`src/design/kernel_cfg_pkg.sv`:
```
/* Kernel compute unit configuration */
`default_nettype none

package kernel_cfg_pkg;

  // ------------------------------
  // Bus widths
  // ------------------------------
  localparam int ADDR_W  = 32;
  localparam int DATA_W  = 32;
  localparam int COUNT_W = 16;

  // Requestors sharing the memory port
  localparam int NUM_REQUESTORS = 2;
  localparam int REQ_ID_SETUP   = 0;
  localparam int REQ_ID_BUNDLE  = 1;

  // Quiet cycles on the port before done
  localparam int DONE_HOLD = 8;

  // Word offsets inside the config block
  localparam int CFG_DATA_BASE_OFS = 0;
  localparam int CFG_COUNT_OFS     = 1;

endpackage : kernel_cfg_pkg

`default_nettype wire

```
`src/design/kernel_types_pkg.sv`:
```
/* Kernel compute unit types */
`default_nettype none

package kernel_types_pkg;
  import kernel_cfg_pkg::*;

  // Word address on the memory port
  typedef logic [ADDR_W-1:0] addr_t;

  // Data word, also the running sum
  typedef logic [DATA_W-1:0] word_t;

  // Vertex count, low bits of the count word
  typedef logic [COUNT_W-1:0] count_t;

  // Requestor index on the arbiter
  typedef logic [$clog2(NUM_REQUESTORS)-1:0] req_id_t;

  // Done-hold counter, must reach DONE_HOLD
  typedef logic [$clog2(DONE_HOLD+1)-1:0] hold_cnt_t;

  // Top-level sequencing states
  typedef enum logic [2:0] {
    IDLE,
    SETUP,
    BUNDLES,
    DRAIN,
    DONE
  } kernel_state_t;

endpackage : kernel_types_pkg

`default_nettype wire

```
`src/design/mem_req_if.sv`:
```
/* Four-phase memory request link */
`default_nettype none

interface mem_req_if
  import kernel_types_pkg::*;
();

  // Requestor side of the handshake
  logic  req;
  addr_t addr;

  // Arbiter side of the handshake
  logic  ack;
  word_t rdata;

  // Requestor raises req with addr stable, drops it after ack
  modport requestor (
    output req,
    output addr,
    input  ack,
    input  rdata
  );

  // Arbiter answers with ack and rdata, drops ack after req falls
  modport arbiter (
    input  req,
    input  addr,
    output ack,
    output rdata
  );

endinterface : mem_req_if

`default_nettype wire

```
`src/design/kernel_control.sv`:
```
/* Kernel sequencing control */
`default_nettype none

module kernel_control
  import kernel_cfg_pkg::*;
  import kernel_types_pkg::*;
(
  input  logic  ap_clk,
  input  logic  areset_control,
  input  logic  desc_valid,
  input  addr_t desc_base,
  output logic  setup_start,
  input  logic  setup_done,
  output logic  setup_flush,
  output logic  bundle_start,
  input  logic  bundle_done,
  input  logic  port_busy,
  output logic  rst_q,
  output addr_t base_q,
  output logic  done
);

  kernel_state_t state;
  hold_cnt_t     hold_cnt;
  logic          desc_accept;

  // Descriptors only land when the unit is at rest
  assign desc_accept = desc_valid && (state == IDLE || state == DONE);

  // ------------------------------
  // Registered reset copy
  // ------------------------------
  always_ff @(posedge ap_clk) begin
    rst_q <= areset_control;
  end

  // ------------------------------
  // State machine
  // ------------------------------
  always_ff @(posedge ap_clk) begin
    if (rst_q) begin
      state        <= IDLE;
      hold_cnt     <= '0;
      setup_start  <= 1'b0;
      bundle_start <= 1'b0;
      setup_flush  <= 1'b0;
      done         <= 1'b0;
    end else begin
      // Single-cycle strobes by default
      setup_start  <= 1'b0;
      bundle_start <= 1'b0;
      setup_flush  <= 1'b0;
      case (state)
        IDLE, DONE: begin
          // New descriptor drops done in the capture cycle
          if (desc_accept) begin
            state       <= SETUP;
            setup_start <= 1'b1;
            done        <= 1'b0;
          end
        end
        SETUP: begin
          if (setup_done) begin
            state        <= BUNDLES;
            bundle_start <= 1'b1;
          end
        end
        BUNDLES: begin
          // Bundles finished, config no longer needed
          if (bundle_done) begin
            state       <= DRAIN;
            setup_flush <= 1'b1;
            hold_cnt    <= '0;
          end
        end
        DRAIN: begin
          // Any activity on the port restarts the quiet window
          if (port_busy) begin
            hold_cnt <= '0;
          end else if (hold_cnt == hold_cnt_t'(DONE_HOLD - 1)) begin
            state <= DONE;
            done  <= 1'b1;
          end else begin
            hold_cnt <= hold_cnt + 1'b1;
          end
        end
        default: begin
          state <= IDLE;
        end
      endcase
    end
  end

  // Descriptor base, fanned out to the setup reader
  always_ff @(posedge ap_clk) begin
    if (desc_accept) begin
      base_q <= desc_base;
    end
  end

  // ------------------------------
  // Checks
  // ------------------------------
  a_state_legal : assert property (@(posedge ap_clk) disable iff (rst_q)
    state inside {IDLE, SETUP, BUNDLES, DRAIN, DONE});

  a_one_start : assert property (@(posedge ap_clk) disable iff (rst_q)
    $onehot0({setup_start, bundle_start}));

endmodule : kernel_control

`default_nettype wire

```
`src/design/setup_reader.sv`:
```
/* Configuration block reader */
`default_nettype none

module setup_reader
  import kernel_cfg_pkg::*;
  import kernel_types_pkg::*;
(
  input  logic      ap_clk,
  input  logic      rst_q,
  input  logic      setup_start,
  input  logic      setup_flush,
  input  addr_t     base_q,
  mem_req_if.requestor link,
  output logic      setup_done,
  output addr_t     data_base,
  output count_t    vertex_count
);

  logic       active;
  logic       req_q;
  // Config words already received, 0 to 2
  logic [1:0] words_done;

  assign link.req  = req_q;
  // First word is the data base, second the count
  assign link.addr = base_q + addr_t'((words_done == 2'd0) ? CFG_DATA_BASE_OFS : CFG_COUNT_OFS);

  // ------------------------------
  // Handshake sequencing
  // ------------------------------
  always_ff @(posedge ap_clk) begin
    if (rst_q || setup_flush) begin
      active     <= 1'b0;
      req_q      <= 1'b0;
      words_done <= 2'd0;
      setup_done <= 1'b0;
    end else begin
      setup_done <= 1'b0;
      if (setup_start) begin
        active     <= 1'b1;
        words_done <= 2'd0;
      end else if (active) begin
        if (req_q) begin
          // Phase 3, drop req once data is in
          if (link.ack) begin
            req_q      <= 1'b0;
            words_done <= words_done + 2'd1;
          end
        end else if (!link.ack) begin
          // Previous ack gone, next read or finish
          if (words_done == 2'd2) begin
            active     <= 1'b0;
            setup_done <= 1'b1;
          end else begin
            req_q <= 1'b1;
          end
        end
      end
    end
  end

  // Latched config, held until the next flush
  always_ff @(posedge ap_clk) begin
    if (setup_flush) begin
      data_base    <= '0;
      vertex_count <= '0;
    end else if (active && req_q && link.ack) begin
      if (words_done == 2'd0) begin
        data_base <= addr_t'(link.rdata);
      end else begin
        vertex_count <= link.rdata[COUNT_W-1:0];
      end
    end
  end

  // req only falls after the arbiter has answered
  a_req_held : assert property (@(posedge ap_clk) disable iff (rst_q)
    link.req && !link.ack |=> link.req);

endmodule : setup_reader

`default_nettype wire

```
`src/design/bundle_engine.sv`:
```
/* Vertex stream accumulator */
`default_nettype none

module bundle_engine
  import kernel_types_pkg::*;
(
  input  logic      ap_clk,
  input  logic      rst_q,
  input  logic      bundle_start,
  input  addr_t     data_base,
  input  count_t    vertex_count,
  mem_req_if.requestor link,
  output logic      bundle_done,
  output word_t     sum
);

  logic   active;
  logic   req_q;
  // Index of the next vertex word
  count_t idx;

  assign link.req  = req_q;
  // Consecutive words from the data base
  assign link.addr = data_base + addr_t'(idx);

  // ------------------------------
  // Read loop
  // ------------------------------
  always_ff @(posedge ap_clk) begin
    if (rst_q) begin
      active      <= 1'b0;
      req_q       <= 1'b0;
      idx         <= '0;
      bundle_done <= 1'b0;
    end else begin
      bundle_done <= 1'b0;
      if (bundle_start) begin
        idx <= '0;
        // Empty run finishes right away
        active      <= (vertex_count != '0);
        bundle_done <= (vertex_count == '0);
      end else if (active) begin
        if (req_q) begin
          if (link.ack) begin
            req_q <= 1'b0;
            idx   <= idx + 1'b1;
          end
        end else if (!link.ack) begin
          // Handshake closed
          if (idx == vertex_count) begin
            active      <= 1'b0;
            bundle_done <= 1'b1;
          end else begin
            req_q <= 1'b1;
          end
        end
      end
    end
  end

  // Running sum, wraps at 2^32
  always_ff @(posedge ap_clk) begin
    if (bundle_start) begin
      sum <= '0;
    end else if (req_q && link.ack) begin
      sum <= sum + link.rdata;
    end
  end

  // Address may not move during a request
  a_addr_stable : assert property (@(posedge ap_clk) disable iff (rst_q)
    link.req |=> !link.req || $stable(link.addr));

endmodule : bundle_engine

`default_nettype wire

```
`src/design/mem_port_arbiter.sv`:
```
/* Shared memory port arbiter */
`default_nettype none

module mem_port_arbiter
  import kernel_cfg_pkg::*;
  import kernel_types_pkg::*;
(
  input  logic    ap_clk,
  input  logic    rst_q,
  mem_req_if.arbiter setup_link,
  mem_req_if.arbiter bundle_link,
  output logic    mem_req,
  output addr_t   mem_addr,
  input  logic    mem_ack,
  input  word_t   mem_rdata,
  output logic    port_busy
);

  req_id_t                   grant;
  req_id_t                   other;
  logic [NUM_REQUESTORS-1:0] pending;
  logic                      port_idle;

  assign pending[REQ_ID_SETUP]  = setup_link.req;
  assign pending[REQ_ID_BUNDLE] = bundle_link.req;

  // ------------------------------
  // Port drive from the owner
  // ------------------------------
  assign mem_req  = pending[grant];
  assign mem_addr = (grant == req_id_t'(REQ_ID_BUNDLE)) ? bundle_link.addr : setup_link.addr;

  // Fully idle means both phases back low
  assign port_idle = !mem_req && !mem_ack;
  assign port_busy = (|pending) || mem_ack;

  // With two requestors round-robin is a swap
  assign other = req_id_t'(~grant);

  // ------------------------------
  // Grant update
  // ------------------------------
  always_ff @(posedge ap_clk) begin
    if (rst_q) begin
      grant <= req_id_t'(REQ_ID_SETUP);
    end else if (port_idle && pending[other]) begin
      // Owner is quiet and the other side waits
      grant <= other;
    end
  end

  // ------------------------------
  // Response routing
  // ------------------------------
  assign setup_link.ack    = mem_ack && (grant == req_id_t'(REQ_ID_SETUP));
  assign setup_link.rdata  = (grant == req_id_t'(REQ_ID_SETUP)) ? mem_rdata : '0;
  assign bundle_link.ack   = mem_ack && (grant == req_id_t'(REQ_ID_BUNDLE));
  assign bundle_link.rdata = (grant == req_id_t'(REQ_ID_BUNDLE)) ? mem_rdata : '0;

  // Checks
  a_one_ack : assert property (@(posedge ap_clk) disable iff (rst_q)
    $onehot0({setup_link.ack, bundle_link.ack}));

endmodule : mem_port_arbiter

`default_nettype wire

```
`src/design/kernel_cu_top.sv`:
```
/* Graph kernel compute unit */
`default_nettype none

module kernel_cu_top
  import kernel_types_pkg::*;
(
  input  logic  ap_clk,
  input  logic  areset_control,
  input  logic  desc_valid,
  input  addr_t desc_base,
  output logic  mem_req,
  output addr_t mem_addr,
  input  logic  mem_ack,
  input  word_t mem_rdata,
  output logic  done,
  output word_t result_sum
);

  logic   rst_q;
  addr_t  base_q;
  logic   setup_start;
  logic   setup_done;
  logic   setup_flush;
  logic   bundle_start;
  logic   bundle_done;
  logic   port_busy;
  // Config handed from setup to bundles
  addr_t  data_base;
  count_t vertex_count;

  // One link per requestor
  mem_req_if setup_link ();
  mem_req_if bundle_link ();

  // ------------------------------
  // Sequencing
  // ------------------------------
  kernel_control u_kernel_control (
    .ap_clk         (ap_clk),
    .areset_control (areset_control),
    .desc_valid     (desc_valid),
    .desc_base      (desc_base),
    .setup_start    (setup_start),
    .setup_done     (setup_done),
    .setup_flush    (setup_flush),
    .bundle_start   (bundle_start),
    .bundle_done    (bundle_done),
    .port_busy      (port_busy),
    .rst_q          (rst_q),
    .base_q         (base_q),
    .done           (done)
  );

  // ------------------------------
  // Requestors
  // ------------------------------
  setup_reader u_setup_reader (
    .ap_clk       (ap_clk),
    .rst_q        (rst_q),
    .setup_start  (setup_start),
    .setup_flush  (setup_flush),
    .base_q       (base_q),
    .link         (setup_link.requestor),
    .setup_done   (setup_done),
    .data_base    (data_base),
    .vertex_count (vertex_count)
  );

  bundle_engine u_bundle_engine (
    .ap_clk       (ap_clk),
    .rst_q        (rst_q),
    .bundle_start (bundle_start),
    .data_base    (data_base),
    .vertex_count (vertex_count),
    .link         (bundle_link.requestor),
    .bundle_done  (bundle_done),
    .sum          (result_sum)
  );

  // Shared port
  mem_port_arbiter u_mem_port_arbiter (
    .ap_clk      (ap_clk),
    .rst_q       (rst_q),
    .setup_link  (setup_link.arbiter),
    .bundle_link (bundle_link.arbiter),
    .mem_req     (mem_req),
    .mem_addr    (mem_addr),
    .mem_ack     (mem_ack),
    .mem_rdata   (mem_rdata),
    .port_busy   (port_busy)
  );

endmodule : kernel_cu_top

`default_nettype wire

```
`config.mk`:
```
export PLATFORM = sky130hd
export DESIGN_NAME = kernel_cu_top
export DESIGN_NICKNAME = d
export VERILOG_FILES = /design/src/design/kernel_cfg_pkg.sv /design/src/design/kernel_types_pkg.sv /design/src/design/mem_req_if.sv /design/src/design/kernel_control.sv /design/src/design/setup_reader.sv /design/src/design/bundle_engine.sv /design/src/design/mem_port_arbiter.sv /design/src/design/kernel_cu_top.sv
export SDC_FILE = /design/constraint.sdc
export NUM_CORES = 1
export LEC_CHECK = 0
export ABC_AREA = 1
export BUFFER_PORTS_ARGS = -buffer_cell sky130_fd_sc_hd__buf_4
export CORE_MARGIN = 4
export CORE_UTILIZATION = 55
export CTS_CLUSTER_SIZE = 12
export DETAILED_ROUTE_END_ITERATION = 10
export PLACE_DENSITY = 0.74
export SLEW_MARGIN = 0
export SYNTH_ARGS = -nofsm -noshare
export SYNTH_HDL_FRONTEND = slang
export SYNTH_SLANG_ARGS = --single-unit
```
`constraint.sdc`:
```
create_clock -name ap_clk -period 4.8 [get_ports ap_clk]
set_clock_uncertainty 0.2 [all_clocks]
set_input_delay 0.72 -clock ap_clk [delete_from_list [all_inputs] [get_ports ap_clk]]
set_output_delay 0.72 -clock ap_clk [all_outputs]
set_load 0.1 [all_outputs]
```
==> metrics, run 1 <==
kind of end point of the critical path=output pin; path class of the lowest-slack min-delay path=primary input to flop; post-detailed-route via-to-cell ratio=5.342; Yosys reg bits=149; power density over the cells=378.5 mW/mm^2; logic depth of the worst register-to-register path=16; Setup Total Neg Slack=0 ps; critical path's slowest cell=dfxtp_1; total routing resource utilization after global routing=30.85%; Rows=51; slew at the pin closest to its max-slew limit=915.7 ps; initial cell density of the core=56.51%; Die Area=0.02260 sq mm; total count of max-transition violations in the final report=0; die height=150.3 um; ratio of cells with drive above 1 in the final layout=10.56%; final setup violation count=0; pin count of the biggest net entering global routing=85; path type of the worst setup path=flop to output pin; post-CTS sizing=0; total core area=0.01972 sq mm; final instance area=0.01291 sq mm; placer congestion estimate=1.015; top library cells by usage in the layout, fill and taps aside=nand2_1 (560), inv_1 (326), nor2_1 (153), buf_4 (140), a21oi_1 (117); Post-layout nets=2041; number of global-route vias before repair=10823; Root Buffer=clkbuf_16; Slew HR=38.95%; Port Buffer Count=133; ANT nets after route=0; hpwl dp=27.68 mm; number of distinct library cell variants in the gate-level netlist after synthesis=44; worst hold stages=1; Reg clk slew, reported paths=60 ps; critical hold path startpoint=areset_control; minimum clock period=4097 ps; area of the mapped netlist=0.01114 sq mm; source of the worst register-to-register timing path=u_mem_port_arbiter.grant$_SDFFE_PP0P_; wire length reported by the detailed router=34.93 mm; H-Tree Level Count=4; Overflow after GRT=0; TritonCTS clock tree=built; fillers=1896; P&R area growth vs syn=15.87%; yosys synthesis warning count=0; post-CTS setup repair buffer count=0; total power draw=0.004887 W; global-route wire length before repair=55.10 mm; arrival time reported for the critical path endpoint=3180 ps; delay of the slowest critical-path stage=350 ps; dpl cell area=0.01234 sq mm; total of max-cap violations=0; Avg WL per Cell=15.90 um; most frequent standard cell in the layout excluding fill and tap cells=nand2_1; clock latency on the worst-skew pair=440 ps; maximum ir drop on the vdd rail=0.0003717 V; hold_buf cts=0; synthesized netlist net count=1920; TritonRoute pass-1 iters=5; initial antenna violation count=0; via count=11730; clk sinks=149; CTS Buffer Depth=2; Syn Inst Count=1797; die outline width=150.3 um; number of enable-type register cells in the synthesized netlist=32; Worst Path Required=3880 ps; proportion of register bits with asynchronous set or reset after synthesis=0%; Cell Chain, Critical Path=inv_1 -> ha_1 -> clkinv_1 -> ha_1 -> ha_1 -> nand2_2 -> nor2_4 -> nand2_2 -> nor2_4 -> nand2_2 -> nor2_4 -> nand2_2 -> nor2_4 -> nand2_1 -> nand2_1 -> nand3_1 -> nand2_1 -> buf_4; Top-Level Pins=134; critical path fanouts, max=7; run status=complete, no violations; initial drt markers=1060; total count of hold-check failures in the final report=0; detailed-route DRC error count=0; Hold Crit Endpoint=u_kernel_control.rst_q$_DFF_P_; FMAX=244.1 MHz; top flip-flop cell by instance count after synthesis=dfxtp_1; mean post-synth cell area=6.200 sq um; crit path launch type=flop; CTS Buf Count=17; sequential fraction of the synthesis area=29.65%; Antenna Cells=0; endpoint of the lowest-slack register-to-register path=u_bundle_engine.sum[22]$_SDFFE_PP0P_; worst reg2reg setup slack=1550 ps; leakage power of the design=7.011 nW; portion of the clock cycle consumed by the worst path in the final layout=85.34%; setup repair after global routing missed its margin=no
==> Yosys cell counts (3+ instances only) <==
| master | number | share of area (%) |
|---|---|---|
| a211oi_1 | 18 | 1.2 |
| a21oi_1 | 117 | 5.3 |
| a31oi_1 | 5 | 0.28 |
| and2_1 | 4 | 0.22 |
| buf_1 | 7 | 0.24 |
| buf_2 | 5 | 0.22 |
| buf_6 | 5 | 0.51 |
| clkbuf_1 | 21 | 0.71 |
| dfxtp_1 | 117 | 21 |
| edfxtp_1 | 32 | 8.6 |
| ha_1 | 53 | 6.0 |
| inv_1 | 327 | 11 |
| inv_2 | 3 | 0.10 |
| nand2_1 | 560 | 19 |
| nand2_2 | 6 | 0.34 |
| nand3_1 | 102 | 4.6 |
| nand3_2 | 3 | 0.27 |
| nand3b_1 | 4 | 0.27 |
| nand4_1 | 21 | 1.2 |
| nor2_1 | 154 | 5.2 |
| nor2_2 | 5 | 0.28 |
| nor2_4 | 6 | 0.61 |
| nor3_1 | 33 | 1.5 |
| nor4_1 | 7 | 0.39 |
| o211ai_1 | 4 | 0.27 |
| o21a_1 | 13 | 0.88 |
| o21ai_0 | 81 | 3.6 |
| o21bai_1 | 20 | 1.3 |
| o22ai_1 | 4 | 0.22 |
| xnor2_1 | 14 | 1.1 |
| xor2_1 | 28 | 2.2 |
==> area by class of cell <==
class                           count  area, sq um  share of cell area, %
Clock buffer                       18        439.2                  3.402
Timing Repair Buffer              140         1051                  8.141
Multi-Input combinational cell   1277         6402                  49.59
Tap cell                          265        331.6                  2.568
Clock inverter                     14        128.9                 0.9983
Sequential cell                   149         3304                  25.60
Inverter                          333         1252                  9.701
==> sequential cells by signal, summed over array words and instances, names as in the netlist, 2 cells and up <==
signal and count:
u_setup_reader.data_base 32, u_kernel_control.base_q 32, u_kernel_control.state 3, u_bundle_engine.idx 16
u_setup_reader.words_done 2, u_bundle_engine.sum 32, u_setup_reader.vertex_count 16, u_kernel_control.hold_cnt 4
==> per-stage QoR <==
stage               setup WS [ps]  hold slack (ps)  cells  utilization, %
floorplan                   157.9            220.9   1797               -
global placement             1271            244.9   2164           62.59
detailed placement           1185            241.2   2164           62.59
CTS                         725.5            179.2   2196           65.47
global route                507.1            184.8   2196           65.47
finish                      703.5            188.6   2196           65.47
==> how the worst max path moves through the flow <==
stage,start,end,slack (ps),cells after the start
after floorplan,u_setup_reader.words_done[0]$_SDFFE_PP0P_,mem_addr[10],160,11
after global placement,u_setup_reader.words_done[0]$_SDFFE_PP0P_,mem_addr[28],1270,18
after detailed placement,u_setup_reader.words_done[0]$_SDFFE_PP0P_,mem_addr[28],1190,18
after CTS,u_setup_reader.words_done[0]$_SDFFE_PP0P_,mem_addr[28],730,18
after global routing,u_setup_reader.words_done[0]$_SDFFE_PP0P_,mem_addr[28],510,18
final,u_setup_reader.words_done[1]$_SDFFE_PP0P_,mem_addr[28],700,18
==> worst max-delay path, delay by kind of cell, from the launching register on <==
family                     cells  cell delay (ps)
and+or+nand+nor               12             1160
DFF                            1              350
buffers and inverters          3              580
adders and majority gates      3              630
==> layer usage <==
metal	vias to the layer above	GRT usage (%)	part of all wire, %
met3	46	4.756	7.5
met1	5289	43.04	46
met5	-	0	0
li1	5927	-	-
met2	468	49.20	44
met4	0	9.698	2.5
==> logic make-up (layout without fill, tap and decap cells) <==
logic type	Yosys count	after routing	share of synthesized area, %
buffers and inverters	371	505	12.91
AO/OA/AOI/OAI	266	266	13.34
AND/OR/NAND/NOR	914	914	34.49
flip-flops	149	149	29.65
XOR/XNOR	42	42	3.302
adder cells (fa/ha/maj)	55	55	6.311
==> power by group <==
group / internal (W) / switching (W)
Sequential: 0.00153 / 0.000214
Clock: 0.000702 / 0.000639
Combinational: 0.000478 / 0.00132
Power figures use the tool's default switching activity.
==> inputs of run 2 (changes only) <==
==> constraint.sdc (replaced) <==
create_clock -name ap_clk -period 5 [get_ports ap_clk]
set_clock_uncertainty 0.2 [all_clocks]
set_input_delay 0.75 -clock ap_clk [delete_from_list [all_inputs] [get_ports ap_clk]]
set_output_delay 0.75 -clock ap_clk [all_outputs]
set_load 0.1 [all_outputs]
==> metrics, run 2 (synthesis results as in run 1) <==
run status=complete, no violations; post-CTS setup repair buffer count=0; final setup violation count=0; CTS Buf Count=17; most frequent standard cell in the layout excluding fill and tap cells=nand2_1; crit path launch type=flop; slew at the pin closest to its max-slew limit=911.9 ps; Top-Level Pins=134; power density over the cells=361.3 mW/mm^2; P&R area growth vs syn=15.68%; hpwl dp=27.65 mm; total routing resource utilization after global routing=30.73%; ratio of cells with drive above 1 in the final layout=10.51%; Root Buffer=clkbuf_16; Die Area=0.02260 sq mm; setup repair after global routing missed its margin=no; core utilization of the finished layout=65.37%; Setup Total Neg Slack=0 ps; die outline width=150.3 um; Antenna Cells=0; global-route wire length before repair=55.10 mm; number of global-route vias before repair=10725; die height=150.3 um; total count of hold-check failures in the final report=0; wire length reported by the detailed router=34.64 mm; leakage power of the design=6.998 nW; worst hold stages=1; logic depth of the worst register-to-register path=15; initial drt markers=940; portion of the clock cycle consumed by the worst path in the final layout=81.75%; Rows=51; post-detailed-route via-to-cell ratio=5.349; initial antenna violation count=0; FMAX=244.6 MHz; placer congestion estimate=0.9826; Port Buffer Count=133; via count=11747; total core area=0.01972 sq mm; Post-layout nets=2041; TritonCTS clock tree=built; Top Registers=u_bundle_engine.sum: 32 flops, u_kernel_control.base_q: 32 flops, u_setup_reader.data_base: 32 flops; Slew HR=39.21%; pin count of the biggest net entering global routing=57; hold_buf cts=0; critical path fanouts, max=7; clk sinks=149; ANT nets after route=0; Overflow after GRT=0; post-CTS sizing=0; TritonRoute pass-1 iters=5; total count of max-transition violations in the final report=0; Worst Path Required=4050 ps; CTS Buffer Depth=2; minimum clock period=4088 ps; arrival time reported for the critical path endpoint=3140 ps; path class of the lowest-slack min-delay path=primary input to flop; clock latency on the worst-skew pair=440 ps; maximum ir drop on the vdd rail=0.0003159 V; path type of the worst setup path=flop to output pin; top library cells by usage in the layout, fill and taps aside=nand2_1 (560), inv_1 (326), nor2_1 (153), buf_4 (140), a21oi_1 (117); H-Tree Level Count=4; initial cell density of the core=56.51%; total of max-cap violations=0; kind of end point of the critical path=output pin; detailed-route DRC error count=0; Reg clk slew, reported paths=70 ps; Avg WL per Cell=15.77 um
==> run 2: changes by cell type in the layout (fill, tap and decap cells not counted), sizes merged <==
cell	delta
clkinv	+2
inv	-3
clkinvlp	+1
==> run 2: critical path, cell delays in order (launching register included) <==
cell	delay (ps)
dfxtp_1	310
inv_1	70
ha_1	200
clkinv_1	230
ha_1	250
ha_1	190
nand2_2	90
nor2_4	130
nand2_2	90
nor2_4	120
nand2_2	110
nor2_4	110
nand2_2	100
nor2_4	150
nand2_1	60
nand2_1	50
nand3_1	60
nand2_1	90
buf_4	280
==> run 2: cell type report <==
class / instances / area, sq um
Tap cell: 265 / 331.6
Clock inverter: 14 / 117.6
Clock buffer: 18 / 429.2
Fill cell: 1885 / 6829
Timing Repair Buffer: 140 / 1051
Sequential cell: 149 / 3304
Multi-Input combinational cell: 1277 / 6402
Inverter: 333 / 1252
==> run 2: per-layer routing <==
metal	wire [um]	vias up	GRT usage (%)
met2	15610	455	48.71
met4	724	0	7.868
met3	2742	47	3.913
li1	-	5922	-
met5	0	-	0
met1	15560	5323	44.34
==> run 2: path summary, 6_finish.rpt <==
path / start / end / slack [ps]
setup reg to reg: u_mem_port_arbiter.grant$_SDFFE_PP0P_ / u_bundle_engine.sum[30]$_SDFFE_PP0P_ / 1870
hold / removal: areset_control / u_kernel_control.rst_q$_DFF_P_ / 220
setup / recovery: u_setup_reader.words_done[0]$_SDFFE_PP0P_ / mem_addr[28] / 910
hold reg to reg: u_setup_reader.setup_done$_SDFF_PP0_ / u_kernel_control.bundle_start$_SDFF_PP0_ / 260
==> run 2: power breakdown <==
part	switching, W	internal, W	leakage [nW]
Sequential	0.000218	0.00147	1.26
Combinational	0.00126	0.000458	5.47
Clock	0.000597	0.000651	0.268
Total	0.00207	0.00258	7.00
==> run 2: metrics by stage <==
step / cell area [sq um] / worst slack, ps / hold WS, ps / std cells / total power, W
final: 12890 / 912.4 / 218.3 / 2196 / 0.004656
after detailed placement: 12340 / 1375 / 236.5 / 2164 / 0.003407
after global placement: 12340 / 1468 / 249.3 / 2164 / 0.003388
after global routing: 12890 / 636.7 / 211.8 / 2196 / 0.004882
after floorplan: 11140 / 327.9 / 220.9 / 1797 / 0.002945
after CTS: 12890 / 917.2 / 213.6 / 2196 / 0.004650
==> inputs of run 3 (changes only) <==
==> constraint.sdc (replaced) <==
create_clock -name ap_clk -period 3.9 [get_ports ap_clk]
set_clock_uncertainty 0.2 [all_clocks]
set_input_delay 0.585 -clock ap_clk [delete_from_list [all_inputs] [get_ports ap_clk]]
set_output_delay 0.585 -clock ap_clk [all_outputs]
set_load 0.1 [all_outputs]
==> metrics, run 3 (synthesis results as in run 1) <==
clk sinks=149; slew at the pin closest to its max-slew limit=653.8 ps; ratio of cells with drive above 1 in the final layout=10.70%; CP Launch Point=u_setup_reader.words_done[0]$_SDFFE_PP0P_; global-route wire length before repair=54.78 mm; final instance area=0.01297 sq mm; Post-layout nets=2044; endpoint of the most critical setup path=mem_addr[24]; run status=complete, no violations; final non-filler cell total=2199; met2 usage in global routing=48.42%; most frequent standard cell in the layout excluding fill and tap cells=nand2_1; worst reg2reg setup slack=1010 ps; Overflow after GRT=0; Avg WL per Cell=15.49 um; top library cells by usage in the layout, fill and taps aside=nand2_1 (560), inv_1 (326), nor2_1 (153), buf_4 (141), a21oi_1 (117); Rows=51; total power draw=0.006078 W; portion of the clock cycle consumed by the worst path in the final layout=96.30%; die height=150.3 um; crit path launch type=flop; total count of max-transition violations in the final report=0; Reg clk slew, reported paths=70 ps; Top Registers=u_bundle_engine.sum: 32 flops, u_kernel_control.base_q: 32 flops, u_setup_reader.data_base: 32 flops; die outline width=150.3 um; setup repair after global routing missed its margin=no; placer congestion estimate=1.009; P&R area growth vs syn=16.43%; Slew HR=56.31%; Worst Path Required=3120 ps; Die Area=0.02260 sq mm; source of the worst register-to-register timing path=u_mem_port_arbiter.grant$_SDFFE_PP0P_; pin count of the biggest net entering global routing=47; arrival time reported for the critical path endpoint=2970 ps; post-detailed-route via-to-cell ratio=5.250; TritonRoute pass-1 iters=5; TritonCTS clock tree=built; detailed-route DRC error count=0; Top-Level Pins=134; minimum clock period=3756 ps; leakage power of the design=7.047 nW; CTS Buf Count=17; total routing resource utilization after global routing=30.60%; total of max-cap violations=0; final setup violation count=0; endpoint of the lowest-slack register-to-register path=u_bundle_engine.sum[18]$_SDFFE_PP0P_; fillers=1862; Setup Total Neg Slack=0 ps; logic depth of the worst register-to-register path=14; initial drt markers=1087; FMAX=266.3 MHz; met1 Track Usage GR=42.15%; power density over the cells=468.5 mW/mm^2; total count of hold-check failures in the final report=0; number of global-route vias before repair=10897; Root Buffer=clkbuf_16; hpwl dp=27.32 mm; path type of the worst setup path=flop to output pin; CTS Buffer Depth=2; Antenna Cells=0; critical path fanouts, max=5; initial cell density of the core=56.51%; path class of the lowest-slack min-delay path=primary input to flop; number of placed cells counting well taps=2167; clock latency on the worst-skew pair=440 ps; via count=11544; Global Route met3 Usage=5.117%; wire length reported by the detailed router=34.07 mm; initial antenna violation count=1; H-Tree Level Count=4; total core area=0.01972 sq mm; Port Buffer Count=133; ANT nets after route=0; maximum ir drop on the vdd rail=0.0004959 V; Most Crowded Layer GR=met2; core utilization of the finished layout=65.79%; kind of end point of the critical path=output pin; dpl cell area=0.01236 sq mm
-- run 3: changes by cell type in the layout (fill, tap and decap cells not counted) --
cell,before,now
buf_4,140,141
o21ai_0,81,76
clkbuf_8,0,1
clkinv_2,2,1
bufinv_16,0,2
inv_6,4,6
o21ai_1,2,7
buf_6,0,2
clkbuf_1,1,0
clkinv_4,2,3
clkinvlp_4,2,0
inv_8,3,1
-- run 3: power breakdown --
part / total, W / internal, W / switching [W]
clock: 0.00171 / 0.000979 / 0.000735
sequential: 0.00216 / 0.00189 / 0.000269
combinational: 0.00221 / 0.000593 / 0.00161
total: 0.00608 / 0.00346 / 0.00262
-- run 3: worst min-delay path by stage --
stage | startpoint | endpoint | cells past startpoint
3_5_place_dp | u_setup_reader.setup_done$_SDFF_PP0_ | u_kernel_control.bundle_start$_SDFF_PP0_ | 2
5_1_grt | areset_control | u_kernel_control.rst_q$_DFF_P_ | 1
6_report | areset_control | u_kernel_control.rst_q$_DFF_P_ | 1
2_1_floorplan | u_setup_reader.setup_done$_SDFF_PP0_ | u_kernel_control.bundle_start$_SDFF_PP0_ | 2
3_3_place_gp | u_kernel_control.done$_SDFFE_PP0P_ | u_kernel_control.done$_SDFFE_PP0P_ | 2
4_1_cts | areset_control | u_kernel_control.rst_q$_DFF_P_ | 1
-- run 3: area by class of cell --
class | instances | area (sq um) | area share [%]
multi-input cells | 1277 | 6402 | 49.35
well taps | 265 | 331.6 | 2.556
flip-flops and latches | 149 | 3304 | 25.47
repair buffers | 143 | 1081 | 8.333
clock buffers | 18 | 439.2 | 3.385
clock inverters | 14 | 161.4 | 1.244
inverters | 333 | 1252 | 9.655
-- run 3: stage by stage --
step	setup WS, ps	hold WS (ps)
after CTS	180.0	52.28
after detailed placement	668.4	251.7
after global placement	773.4	254.3
after floorplan	19.17	220.9
final	144.3	57.17
after global routing	0.3906	49.72
-- run 3: routing by layer --
metal | up-vias | part of all wire, %
met4 | 2 | 3.3
met2 | 447 | 44
met5 | - | 0.021
met3 | 69 | 8.5
met1 | 5110 | 44
li1 | 5916 | -
-- run 3: repair_timing --
action                                  CTS  global route
hold buffers                              0             0
gates resized for setup                   0             2
endpoints found under the setup margin    0             2
hold endpoints to repair                  0             0
buffers inserted                          0             0
-- run 3: critical path, cell delays in order (launching register included) --
cell      delay, ps
dfxtp_1         310
inv_1            70
ha_1            200
clkinv_1         60
ha_1            170
ha_1            190
nand2_2          90
nor2_4          130
nand2_2          90
nor2_4          120
nand2_2         110
nor2_4          120
nand2_2         120
o21ai_0         170
nand3_1          90
o21ai_1         140
buf_4           330
